File: src/verilog/byte_fifo.sv
`timescale 1ns/1ns

module byte_fifo #(
    parameter int DEPTH = 16
) (
    input  logic       clk,
    input  logic       reset,
    input  logic       push,
    input  logic [7:0] push_data,
    input  logic       pop,
    output logic       empty,
    output logic [7:0] head_data,
    output logic       overflow
);

    localparam int PTR_W = (DEPTH > 1) ? $clog2(DEPTH) : 1;
    localparam int CNT_W = $clog2(DEPTH + 1);

    logic [7:0]       mem [DEPTH];
    logic [PTR_W-1:0] wr_ptr;
    logic [PTR_W-1:0] rd_ptr;
    logic [CNT_W-1:0] count;
    logic             full;
    logic             do_push;
    logic             do_pop;

    // Pointer step with wrap at the last slot, depth need not be a power of two
    function automatic logic [PTR_W-1:0] ptr_next(input logic [PTR_W-1:0] ptr);
        if (ptr == PTR_W'(DEPTH - 1)) begin
            return '0;
        end
        return ptr + 1'b1;
    endfunction

    assign full    = (count == CNT_W'(DEPTH));
    assign empty   = (count == '0);
    assign do_push = push && !full;
    assign do_pop  = pop && !empty;

    // Show-ahead head, no read latency
    assign head_data = mem[rd_ptr];

    //////////////////////////////////////////////////////////////////////
    // Pointers, occupancy, overflow
    //////////////////////////////////////////////////////////////////////

    always_ff @(posedge clk) begin
        if (reset) begin
            wr_ptr   <= '0;
            rd_ptr   <= '0;
            count    <= '0;
            overflow <= 1'b0;
        end else begin
            if (do_push) begin
                wr_ptr <= ptr_next(wr_ptr);
            end
            if (do_pop) begin
                rd_ptr <= ptr_next(rd_ptr);
            end
            case ({do_push, do_pop})
                2'b10:   count <= count + 1'b1;
                2'b01:   count <= count - 1'b1;
                default: count <= count;
            endcase
            // Sticky until reset
            if (push && full) begin
                overflow <= 1'b1;
            end
        end
    end

    // Storage
    always_ff @(posedge clk) begin
        if (do_push) begin
            mem[wr_ptr] <= push_data;
        end
    end

endmodule

File: config.mk
export PLATFORM = sky130hd
export DESIGN_NAME = byte_fifo
export DESIGN_NICKNAME = d
export VERILOG_FILES = /design/src/verilog/byte_fifo.sv
export SDC_FILE = /design/constraint.sdc
export NUM_CORES = 1
export LEC_CHECK = 0
export BUFFER_PORTS_ARGS = -buffer_cell sky130_fd_sc_hd__buf_2
export CORE_ASPECT_RATIO = 2
export CORE_MARGIN = 3
export CORE_UTILIZATION = 45
export DETAILED_ROUTE_END_ITERATION = 16
export GPL_TIMING_DRIVEN = 0
export PLACE_DENSITY_LB_ADDON = 0.2
export SETUP_SLACK_MARGIN = 0.15
export SKIP_LAST_GASP = 1
export SYNTH_ARGS = -nofsm -noshare
export SYNTH_HDL_FRONTEND = slang
export SYNTH_SLANG_ARGS = --single-unit
File: constraint.sdc
create_clock -name clk -period 3.61 [get_ports clk]
set_input_delay 0.5415 -clock clk [delete_from_list [all_inputs] [get_ports clk]]
set_output_delay 0.5415 -clock clk [all_outputs]
set_load 0.02 [all_outputs]
# Word level (Yosys, flattened, before mapping)

Memory sizes are Yosys's and may differ from the RTL's. A register that Yosys moved wholly into a read port is not among the register bits.
Index checks and enable logic that the tools add are counted.
Widths: inputs -> output; s select.

Flip-flop bits (word level): 14
Bits in writable memories: 128
Input bits: 12
Output and inout bits: 10
Memories kept: 1

Add/subtract/negate cells: 4
Equality and inequality tests: 5
Mux-type cells: 15
Reduce and logical (&&, ||, !) cells: 7

Memories:

| name | depth | bits a word | read ports | clocked after memory_dff | write ports | line | source |
|---|---|---|---|---|---|---|---|
| mem  | 16    | 8           | 1          | 1                        | 1           | 19   | `logic [7:0] mem [DEPTH];` |

Operator list:

| kind                | count |
|---|---|
| $mux 4              | 6 |
| $pmux 5 s2          | 1 |
| $add 4x1->4 const B | 2 |
| $eq 4x4->1 const B  | 2 |
| $mux 1              | 8 |
| $add 5x1->5 const B | 1 |
| $eq 5x5->1 const B  | 1 |
| $logic_not 5->1     | 1 |
| $sub 5x1->5 const B | 1 |
| $logic_and 1x1->1   | 3 |
| $eq 2x1->1 const B  | 1 |
| $eq 2x2->1 const B  | 1 |
| $logic_not 1->1     | 2 |
| $reduce_bool 2->1   | 1 |

# Logic depth before layout (Yosys ltp)

Depth in word-level cells: 8
Gate-level depth with buffers: 12

# Worst setup path after synthesis

OpenSTA, ideal clock, no wires.

Path type: register to register
Start: reg count[1]
End: reg count[4]
Arrival: 2.579 ns
Path slack: 0.894 ns
Stages on the path, launching flop included: 13
Buffers on the path: 2
Period minus slack after synthesis: 2.716 ns
Cell sequence: dfxtp_1 -> buf_6 -> or4_4 -> o21ai_4 -> inv_1 -> ha_1 -> buf_2 -> xor2_1 -> ha_1 -> nor2b_1 -> o32ai_1 -> mux2i_1 -> o2111ai_1

Longest elaborated chain between the ends: 5

RTL lines:

| element                                                | line   | source |
|---|---|---|
| start: declaration                                     | 22     | `logic [CNT_W-1:0] count;` |
| start signal: assignment                               | 61     | `2'b10: count <= count + 1'b1;` |
| start signal: assignment                               | 62     | `2'b01: count <= count - 1'b1;` |
| start signal: assignment                               | 63     | `default: count <= count;` |
| $eq 5x5->1 / $logic_not 5->1 (equally long branches)   | 35, 36 |  |
| $logic_not 1->1, on equally long branches              | 37, 38 |  |
| $logic_and 1x1->1, on equally long branches            | 37, 38 |  |
| $eq 2x1->1 / $eq 2x2->1 (equally long branches)        | 60     | `case ({do_push, do_pop})` |
| $pmux 5 s2 / $reduce_bool 2->1 (equally long branches) | n/a    |  |

Parallel ways exist; a longest one is shown, timed or not.
A chain may end at the register's enable or synchronous reset.

# Worst setup path in the final report

Same ends and word-level chain as after synthesis.

==> results.json <==
{
  "io_pins": 22,
  "synth-edff-count": 128,
  "finalSetupViolCount": 0,
  "period_share": 0.8496,
  "worstSetupStartpointType": "flip-flop",
  "cellPowerDensity_nw_per_um2": 695.0,
  "yosysWarnings": 0,
  "fin_nets": 386,
  "slew_headroom": 0.1076,
  "critPathCaptureType": "flip-flop",
  "cts_resized": 0,
  "synth-seq-cells": 146,
  "port_buffers": 20,
  "overflow": 0,
  "drv_slew": 0,
  "cts_sinks": 146,
  "fin_crit_ns": 3.067,
  "routedWlPerCell_um": 22.67,
  "path_common_cell": "ha_1",
  "ant_nets": 0,
  "rows": 58,
  "crit_type": "reg2reg",
  "critPathArrivalTime_ns": 3.34,
  "cts_root_buf": "clkbuf_16",
  "grt_pass1_wl_mm": 18.33,
  "first_global_vias": 3161,
  "syn_area_per_cell_um2": 17.95,
  "fin_setup_tns_ns": 0,
  "crit_path_cell_trace": "buf_6 > or4_4 > o21ai_4 > inv_1 > ha_1 > buf_2 > xor2_1 > ha_1 > nor2b_1 > o32ai_1 > mux2i_1 > o2111ai_1",
  "cts_buffers": 17,
  "placed_area_um2": 6140,
  "first_pass_iters": 4,
  "drt_iter0_markers": 209,
  "ys_seq_area_frac": 0.7184,
  "drc": 0,
  "start_util": 0.4634,
  "vias": 2988,
  "dp_hpwl_mm": 8.346,
  "synth.net_count": 346,
  "worst_pin_slew_ns": 1.328,
  "required_ns": 3.88,
  "drv_cap": 0,
  "cts_max_level": 4,
  "crit_family": "simple AND/OR/NAND/NOR gates",
  "finalWirelength_mm": 11.99,
  "ys_types": 43,
  "fillers": 1040,
  "die_area_um2": 14490,
  "num_antenna_cells": 0,
  "grt.total_usage": 0.1778,
  "peakVddDrop_mv": 0.3889,
  "antenna_found_initial": 0,
  "rsz0062_at_grt": "false",
  "ys_async_sr_fraction": 0,
  "area_growth_pct": 15.18,
  "clock_path_buffers": 2,
  "tritoncts": "yes",
  "hold_viol_final": 0,
  "cts_hold_buf": 0,
  "stdcell_area_um2": 6740,
  "die_h_um": 167.3,
  "p_leak_nw": 2.252,
  "crit_path_top_delay_cell": "or4_4",
  "grt_max_degree": 17,
  "hold_class": "in2reg",
  "status": "finished clean",
  "critPathBufInv": 3,
  "r2r_setup_slack_ns": 0.54,
  "cp_max_fo": 9,
  "syn_area_um2": 5852,
  "clock_latency_ns": 0.41,
  "fin_skew_ns": 0.008230,
  "slowest_delay_ns": 0.56,
  "via_per_inst": 5.648,
  "synth_ff_type": "edfxtp_1",
  "post-cts-setup-buffers": 0,
  "post-place-ws_ns": 0.5166,
  "clk_pin_slew_ns": 0.06,
  "core_um2": 12630,
  "place_congestion": 0.7751,
  "worst_slack_ns": 0.5430,
  "final_layout_size_suffix_gt1_frac": 0.2612,
  "die_x_um": 86.64,
  "synthCells": 326,
  "max_freq_mhz": 326.1
}
[state kept, by name, indices dropped and copies added, names as in the netlist, named ones only]
signal	cells
mem	128
count	5
rd_ptr	4
wr_ptr	4
overflow	1
[through the flow]
stage               power (mW)  instances  utilization  hold WS (ns)
floorplan                2.721        326            -        0.4720
global placement         3.004        496       0.4862        0.4495
detailed placement       3.025        496       0.4862        0.4606
CTS                      4.735        528       0.5324        0.4333
global route             4.872        529       0.5338        0.4775
finish                   4.685        529       0.5338        0.4518
[report_power, final]
group	total [mW]	switching (mW)	leakage [nW]	internal (mW)
clock network	1.72	0.692	0.279	1.03
registers	1.97	0.0542	1.30	1.91
logic	0.999	0.564	0.671	0.434
[cell usage after synthesis (all sizes together), types with 3 or more instances]
library cell,count,area (um2)
edfxtp,128,3844
mux4,32,720.7
nor2,23,86.33
dfxtp,18,360.4
a22oi,16,120.1
nand2,16,60.06
buf,11,58.80
ha,8,100.1
a21oi,7,35.03
clkbuf,7,27.52
inv,7,26.28
nor3,6,30.03
mux2i,5,50.05
nor2b,5,31.28
o21ai,4,31.28
xor2,4,35.03
nand2b,3,18.77
nand3,3,15.01
nor4,3,18.77
[kinds of logic after synthesis]
kind of cell / Yosys count / synth area share
AOI/OAI and AO/OA: 39 / 0.05153
xor gates and xnor gates: 5 / 0.007483
adders and majority gates: 8 / 0.01711
buffers and inverters: 25 / 0.01924
DFF: 146 / 0.7184
muxes: 38 / 0.1336
and+or+nand+nor: 65 / 0.05260
[worst paths after layout]
path | endpoint | startpoint | depth (start not counted)
setup / recovery | count[4] | count[1] | 12
hold / removal | overflow | push | 3
setup reg to reg | count[4] | count[1] | 12
hold reg to reg | overflow | overflow | 2
[worst min-delay path: stages]
cell and delay [ns]:
buf_2 0.12, a31oi_1 0.09, nor2_1 0.07
[cell usage in the layout, fill, tap and decap left out, types with 5 or more instances in the layout]
cell type / instances
mux4_2: 32
edfxtp_1: 128
nand2_1: 16
ha_1: 8
clkbuf_1: 7
a22oi_1: 16
clkbuf_16: 17
nor2_1: 23
nor2b_1: 5
a21oi_1: 7
dfxtp_1: 18
inv_1: 7
buf_2: 25
mux2i_1: 5
[layer usage]
layer,track usage,share of wire,vias to the layer above
met3,0.04481,0.028,13
met4,0.04478,0.012,0
met5,0,0,-
li1,-,-,1383
met2,0.3419,0.59,51
met1,0.1857,0.36,1541
[cell type report]
type | instances | area (um2) | share of cell area
buffer | 18 | 86.33 | 0.01281
clock buffer | 18 | 429.2 | 0.06367
clock inverter | 14 | 153.9 | 0.02283
inverter | 7 | 26.28 | 0.003898
multi-input combinational | 155 | 1545 | 0.2293
sequential | 146 | 4204 | 0.6237
tap | 150 | 187.7 | 0.02784
timing repair buffer | 21 | 107.6 | 0.01596
Note: power is estimated with default switching activity, not from simulation.
