`src/verilog/display_pkg.sv`:
```
package display_pkg;

    //////////////////////////////////////////////////////////////////////
    // Panel geometry
    //////////////////////////////////////////////////////////////////////

    // Default panel size, 172 columns by 240 rows
    localparam int FRAME_W_DEF = 172;
    localparam int FRAME_H_DEF = 240;

    // Linear pixel address width, covers 172 * 240 = 41280 words
    localparam int ADDR_W = 16;

    //////////////////////////////////////////////////////////////////////
    // Pixel format
    //////////////////////////////////////////////////////////////////////

    // RGB888 word, red in the top byte
    typedef struct packed {
        logic [7:0] red;
        logic [7:0] green;
        logic [7:0] blue;
    } rgb888_t;

endpackage

```
`src/verilog/stream_pkg.sv`:
```
package stream_pkg;

    //////////////////////////////////////////////////////////////////////
    // Byte stream framing
    //////////////////////////////////////////////////////////////////////

    // Marks the beginning of a frame
    localparam logic [7:0] START_BYTE = 8'hAA;

    // Default input FIFO depth in bytes
    localparam int FIFO_DEPTH_DEF = 16;

    //////////////////////////////////////////////////////////////////////
    // Assembler states
    //////////////////////////////////////////////////////////////////////

    // HUNT waits for the start byte, the others name the next byte expected
    typedef enum logic [1:0] {
        HUNT,
        RED,
        GREEN,
        BLUE
    } asm_state_t;

endpackage
```
`src/verilog/pixel_wr_if.sv`:
```
`timescale 1ns/1ns

interface pixel_wr_if;

    // One write per completed pixel
    logic                             wr_en;
    logic [display_pkg::ADDR_W-1:0]   wr_addr;
    display_pkg::rgb888_t             wr_pixel;

    // High with the write of the last pixel in a frame
    logic                             frame_end;

    // Assembler side
    modport source (
        output wr_en,
        output wr_addr,
        output wr_pixel,
        output frame_end
    );

    // Frame buffer side
    modport sink (
        input wr_en,
        input wr_addr,
        input wr_pixel,
        input frame_end
    );

endinterface

```
`src/verilog/pixel_assembler.sv`:
```
`timescale 1ns/1ns

module pixel_assembler #(
    parameter int FRAME_W = 172,
    parameter int FRAME_H = 240
) (
    input  logic        clk,
    input  logic        reset,
    input  logic        empty,
    input  logic [7:0]  head_data,
    output logic        pop,
    pixel_wr_if.source  wr
);

    localparam int ADDR_W = display_pkg::ADDR_W;
    localparam logic [ADDR_W-1:0] LAST_ADDR = ADDR_W'(FRAME_W * FRAME_H - 1);

    stream_pkg::asm_state_t state;

    // Colour bytes held until the blue byte arrives
    logic [7:0]           red_q;
    logic [7:0]           green_q;

    // Address of the next pixel in the frame
    logic [ADDR_W-1:0]    pixel_cnt;

    // Registered write towards the frame buffer
    logic                 wr_en_q;
    logic [ADDR_W-1:0]    wr_addr_q;
    display_pkg::rgb888_t wr_pixel_q;
    logic                 frame_end_q;

    // Drain one byte every cycle something is waiting
    assign pop = !empty;

    //////////////////////////////////////////////////////////////////////
    // Framing FSM and pixel counter
    //////////////////////////////////////////////////////////////////////

    always_ff @(posedge clk) begin
        if (reset) begin
            state       <= stream_pkg::HUNT;
            pixel_cnt   <= '0;
            wr_en_q     <= 1'b0;
            frame_end_q <= 1'b0;
        end else begin
            wr_en_q     <= 1'b0;
            frame_end_q <= 1'b0;
            if (pop) begin
                case (state)
                    stream_pkg::HUNT: begin
                        // Anything but the start byte is thrown away
                        if (head_data == stream_pkg::START_BYTE) begin
                            state <= stream_pkg::RED;
                        end
                    end
                    stream_pkg::RED: begin
                        state <= stream_pkg::GREEN;
                    end
                    stream_pkg::GREEN: begin
                        state <= stream_pkg::BLUE;
                    end
                    stream_pkg::BLUE: begin
                        wr_en_q <= 1'b1;
                        if (pixel_cnt == LAST_ADDR) begin
                            // Last pixel of the frame, back to sync search
                            frame_end_q <= 1'b1;
                            pixel_cnt   <= '0;
                            state       <= stream_pkg::HUNT;
                        end else begin
                            pixel_cnt <= pixel_cnt + 1'b1;
                            state     <= stream_pkg::RED;
                        end
                    end
                    default: begin
                        state <= stream_pkg::HUNT;
                    end
                endcase
            end
        end
    end

    //////////////////////////////////////////////////////////////////////
    // Colour capture and write payload
    //////////////////////////////////////////////////////////////////////

    always_ff @(posedge clk) begin
        if (pop) begin
            case (state)
                stream_pkg::RED: begin
                    red_q <= head_data;
                end
                stream_pkg::GREEN: begin
                    green_q <= head_data;
                end
                stream_pkg::BLUE: begin
                    wr_pixel_q.red   <= red_q;
                    wr_pixel_q.green <= green_q;
                    wr_pixel_q.blue  <= head_data;
                    wr_addr_q        <= pixel_cnt;
                end
                default: begin
                    red_q <= red_q;
                end
            endcase
        end
    end

    assign wr.wr_en     = wr_en_q;
    assign wr.wr_addr   = wr_addr_q;
    assign wr.wr_pixel  = wr_pixel_q;
    assign wr.frame_end = frame_end_q;

endmodule

```
`src/flat_wrapper.sv`:
```
// flat-port wrapper written by rule: the top's interface ports become plain ports
module pixel_assembler_flat 
#(
    parameter int FRAME_W = 172,
    parameter int FRAME_H = 240
)
  (clk, reset, empty, head_data, pop, wr_wr_en, wr_wr_addr, wr_wr_pixel, wr_frame_end);
  pixel_wr_if wr_i ();
  input  logic clk;
  input  logic reset;
  input  logic empty;
  input  logic [7:0] head_data;
  output logic pop;
  output wire logic [$bits(wr_i.wr_en)-1:0] wr_wr_en;
  output wire logic [$bits(wr_i.wr_addr)-1:0] wr_wr_addr;
  output wire logic [$bits(wr_i.wr_pixel)-1:0] wr_wr_pixel;
  output wire logic [$bits(wr_i.frame_end)-1:0] wr_frame_end;
  assign wr_wr_en = wr_i.wr_en;
  assign wr_wr_addr = wr_i.wr_addr;
  assign wr_wr_pixel = wr_i.wr_pixel;
  assign wr_frame_end = wr_i.frame_end;
  pixel_assembler #(.FRAME_W(FRAME_W), .FRAME_H(FRAME_H)) u_core (.clk(clk), .reset(reset), .empty(empty), .head_data(head_data), .pop(pop), .wr(wr_i));
endmodule
```
`config.mk`:
```
export PLATFORM = sky130hd
export DESIGN_NAME = pixel_assembler_flat
export DESIGN_NICKNAME = d
export VERILOG_FILES = /design/src/verilog/display_pkg.sv /design/src/verilog/stream_pkg.sv /design/src/verilog/pixel_wr_if.sv /design/src/verilog/pixel_assembler.sv /design/src/flat_wrapper.sv
export SDC_FILE = /design/constraint.sdc
export NUM_CORES = 1
export LEC_CHECK = 0
export BUFFER_PORTS_ARGS = -buffer_cell sky130_fd_sc_hd__buf_4
export CORE_MARGIN = 2
export CORE_UTILIZATION = 40
export DETAILED_ROUTE_END_ITERATION = 10
export PLACE_DENSITY_LB_ADDON = 0.08
export REMOVE_ABC_BUFFERS = 1
export SKIP_CTS_REPAIR_TIMING = 1
export SYNTH_ARGS = -nofsm -noshare
export SYNTH_HDL_FRONTEND = slang
export SYNTH_SLANG_ARGS = --single-unit
```
`constraint.sdc`:
```
create_clock -name clk -period 5.2 [get_ports clk]
set_input_delay 1.56 -clock clk [delete_from_list [all_inputs] [get_ports clk]]
set_output_delay 1.56 -clock clk [all_outputs]
set_load 0.1 [all_outputs]
```
After elaboration in Yosys (flattened, before gate mapping)
Cells that the tools add are included.
Storage, ports and cells
  register bits after elaboration: 76
  input bits: 11
  output and inout port bits: 43
  word-level logic and storage cells: 33
Cells by class
  add/sub/neg operators: 1
  eq/ne operators: 6
  mux-type cells: 6
  bitwise logic cells: 2
  reductions and logical operators: 8
Operators with widths (number)
  adder 16 x 1 -> 16 bit, second input constant: 1
  equality test 16 bit, second input constant: 1
  2-to-1 mux 16 bit: 1
  equality test 8 bit, second input constant: 1
  one-hot mux 2 bit (4 select lines): 1
  AND reduction 2 bit: 4
  equality test 2 bit, second input constant: 2
  2-to-1 mux 1 bit: 3
  OR reduction 3 bit: 1
  equality test 2 x 1 -> 1 bit, second input constant: 1
  zero test 2 bit: 1
  2-to-1 mux 2 bit: 1
  inequality test 2 x 1 -> 1 bit, second input constant: 1
  NOT 1 bit: 2
  OR reduction 2 bit: 1
  zero test 1 bit: 1

Logic depth before layout (Yosys ltp)
  depth after elaboration: 3
  gate-level depth with buffers: 7
  gate-level depth less buffers: 6

Worst setup path before layout
Ideal clock, no wire load.
  kind: input to output
  start point: input port empty
  end point: output port pop
  arrival: 2.146 ns
  data required time: 3.640 ns
  path slack: 1.494 ns
  stages: 1
  buffers on the path: 0
  cell sequence: inv_1
Between the ends
  word-level cells in the longest chain between the ends: 1
RTL lines
  from (decl): line flat_wrapper.sv:11  | input logic empty;
  zero test 1 bit: line pixel_assembler.sv:34  | assign pop = !empty;
  to (decl): line flat_wrapper.sv:13  | output logic pop;
No other way between the ends.

Worst setup path in the final report
Same ends and word-level chain as after synthesis.

==> flow_summary.yaml <==
drt:
  drc_errors: 0
  first_pass_iters: 4
  vias: 1565
  via_per_inst: 4.89
  routed_wl_um: 4650
  ant_nets: 0
  wl_per_cell_um: 14.5
  initialDrtViolationCount: 54
logic_synthesis:
  synth_cell_types: 31
  netlist_area_um2: 2760
  syn_inst: 173
  synth-main-ff-cell: "edfxtp_1"
  synth-adder-area-share_pct: 2.27
  syn-mean-instance-area_um2: 15.9
  synth_compound_area_share_pct: 1.63
  synthSimpleGateAreaFrac_pct: 14.0
  synth-xor-area-share_pct: 4.44
  synthArstFlopShare_pct: 0
  synth_top_family_by_area: "simple AND/OR/NAND/NOR gates"
  muxShareOfSynthArea_pct: 0.726
  synth_edf_count: 56
  synth_seq_cells: 76
  yosysSeqAreaShare_pct: 75.5
  ys_warn_count: 0
pwr:
  power_switching_mw: 0.216
  p_clk_share_pct: 46.3
  powerDensity_nw_per_um2: 351
  seq_power_share_pct: 52.2
  irDropWorstVdd_mv: 0.137
  combPwrFrac_pct: 1.5
  internal_power_mw: 1.02
  power.static_leakage_nw: 1.29
  switching_share_pct: 17.5
clock_tree:
  clock_sinks: 76
  clockBufferDepth: 2
  cts_buffers: 9
  clk_pin_slew_worst_paths_ps: 80
  cts_tree: "yes"
  cts_max_level: 3
  cts-root-buf: "clkbuf_8"
  clk_latency_ps: 330
floorplan:
  fp.dieW_um: 87.1
  dieHeight_um: 87.1
  core-area_um2: 6720
  die_area_um2: 7580
  start_util_pct: 41.1
  io_pins: 54
  row_count: 30
timing:
  rsz0062_at_grt: "no"
  relSlewSlack_pct: 45.6
  period_share_pct: 70.3
  tightest_slew_ps: 814
  clock.fmax_mhz: 274
  finalSetupViolCount: 0
  layout_setup_ws_ps: 1550
  tns_ps: 0
  period_needed_ps: 3650
  slew_viol_final: 0
  hold_viol: 0
  fin_skew_ps: 6.60
layout:
  antenna_cells: 0
  nNetsFinal: 252
  most-common-layout-cells: "edfxtp_1, buf_4, dfxtp_1"
  area_growth_pct: 27.4
  final_core_util_pct: 52.3
  mostFrequentLayoutCell: "edfxtp_1"
  drive_above_1_share_pct: 32.9
critical_path:
  start_kind: "input pin"
  cpMostUsedCell: "buf_4"
  worst_setup_path_end_kind: "output port"
  crit_fanout: 9
  critPathSlowestCell: "buf_4"
  path_class: "input pin to output port"
  timing.critical_path.buf_inv: 3
  crit_arrival_ps: 2090
  cp_top_family: "buffers and inverters"
  max_stage_delay_ps: 290
  critical_path_required_ps: 3640
  crit_chain: "buf_4 -> inv_1 -> buf_4"
min_path:
  hold_path_class: "flop to flop"
placed_design:
  hpwl_um: 3260
  place_congestion: 0.792
  portBuffers: 53
  pre_cts_slack_ps: 1550
grt:
  grtUsageTotal_pct: 13.1
  grt_max_degree: 26
  antenna_found_initial: 0
  grt_pass1_wl_um: 7450
  grt_pass1_vias: 1506
  grt_overflow_total: 0
job:
  max_cap_violations: 0
outcome:
  status: "completed"
[final timing paths]
path,start,endpoint,slack [ps],depth (start not counted)
worst max-delay path,empty,pop,1550,3
worst min-delay path,u_core.green_q[6],u_core.wr.wr_pixel[14],420,0
worst max register to register,u_core.state[0],u_core.pixel_cnt[8],3050,5
worst min register to register,u_core.green_q[6],u_core.wr.wr_pixel[14],420,0
[synth_stat cells, types with 3 or more instances]
library cell / n / area share, %
nand4_1: 4 / 0.91
nor2b_1: 4 / 0.91
edfxtp_1: 56 / 61
xnor2_1: 9 / 2.9
nor4_1: 3 / 0.68
dfxtp_1: 20 / 15
inv_1: 6 / 0.82
nand3_1: 4 / 0.73
ha_1: 5 / 2.3
xor2_1: 5 / 1.6
nand2_1: 6 / 0.82
nor3_1: 6 / 1.1
nor2_1: 16 / 2.2
[per-layer routing]
metal | global-route usage, % | part of all wire (%) | vias to the layer above
met5 | 0 | 0 | -
met2 | 19.8 | 48 | 33
met4 | 7.67 | 1.9 | 0
met1 | 17.4 | 45 | 759
li1 | - | - | 765
met3 | 3.03 | 4.4 | 8
[flip-flops by register name, summed over array words and instances, names as in the netlist]
register and count:
u_core.wr.wr_pixel 24, u_core.pixel_cnt 16, u_core.wr.wr_addr 16, u_core.green_q 8
u_core.red_q 8, u_core.state 2, u_core.wr.frame_end 1, u_core.wr.wr_en 1
[power groups by stage]
stage	registers, mW	clock network, mW	logic, mW
2_1_floorplan	0.658	0	0.00679
3_3_place_gp	0.658	0	0.0178
3_5_place_dp	0.658	0	0.0187
4_1_cts	0.644	0.585	0.0187
5_1_grt	0.644	0.607	0.0199
6_report	0.645	0.571	0.0185
[layout make-up]
class                           count  area, um^2
Clock buffer                        9         124
Inverter                            6        22.5
Tap cell                           80         100
Clock inverter                      6         138
Multi-Input combinational cell     89         643
Timing Repair Buffer               54         405
Sequential cell                    76        2080
Fill cell                         575        3200
[worst register-to-register path, cell delays in order, from the launching register on]
cell      delay, ps
dfxtp_1         410
ha_1            270
nor2b_4         570
nand4_2         250
o21bai_4        420
nor2_1          110
[stage by stage]
stage	hold slack [ps]	instance area, um^2	std cells	power, mW
2_1_floorplan	400	2740	171	0.665
3_3_place_gp	401	3250	305	0.676
3_5_place_dp	405	3250	305	0.677
4_1_cts	423	3510	320	1.25
5_1_grt	431	3510	320	1.27
6_report	418	3510	320	1.23
[cell families (layout without fill, tap and decap cells)]
group / after synthesis / in the layout
AO/OA/AOI/OAI: 5 / 5
XOR/XNOR: 14 / 14
adder cells (fa/ha/maj): 5 / 5
buffers and inverters: 8 / 75
flip-flops: 76 / 76
multiplexers: 2 / 2
AND/OR/NAND/NOR: 63 / 63
Power figures use the tool's default switching activity.
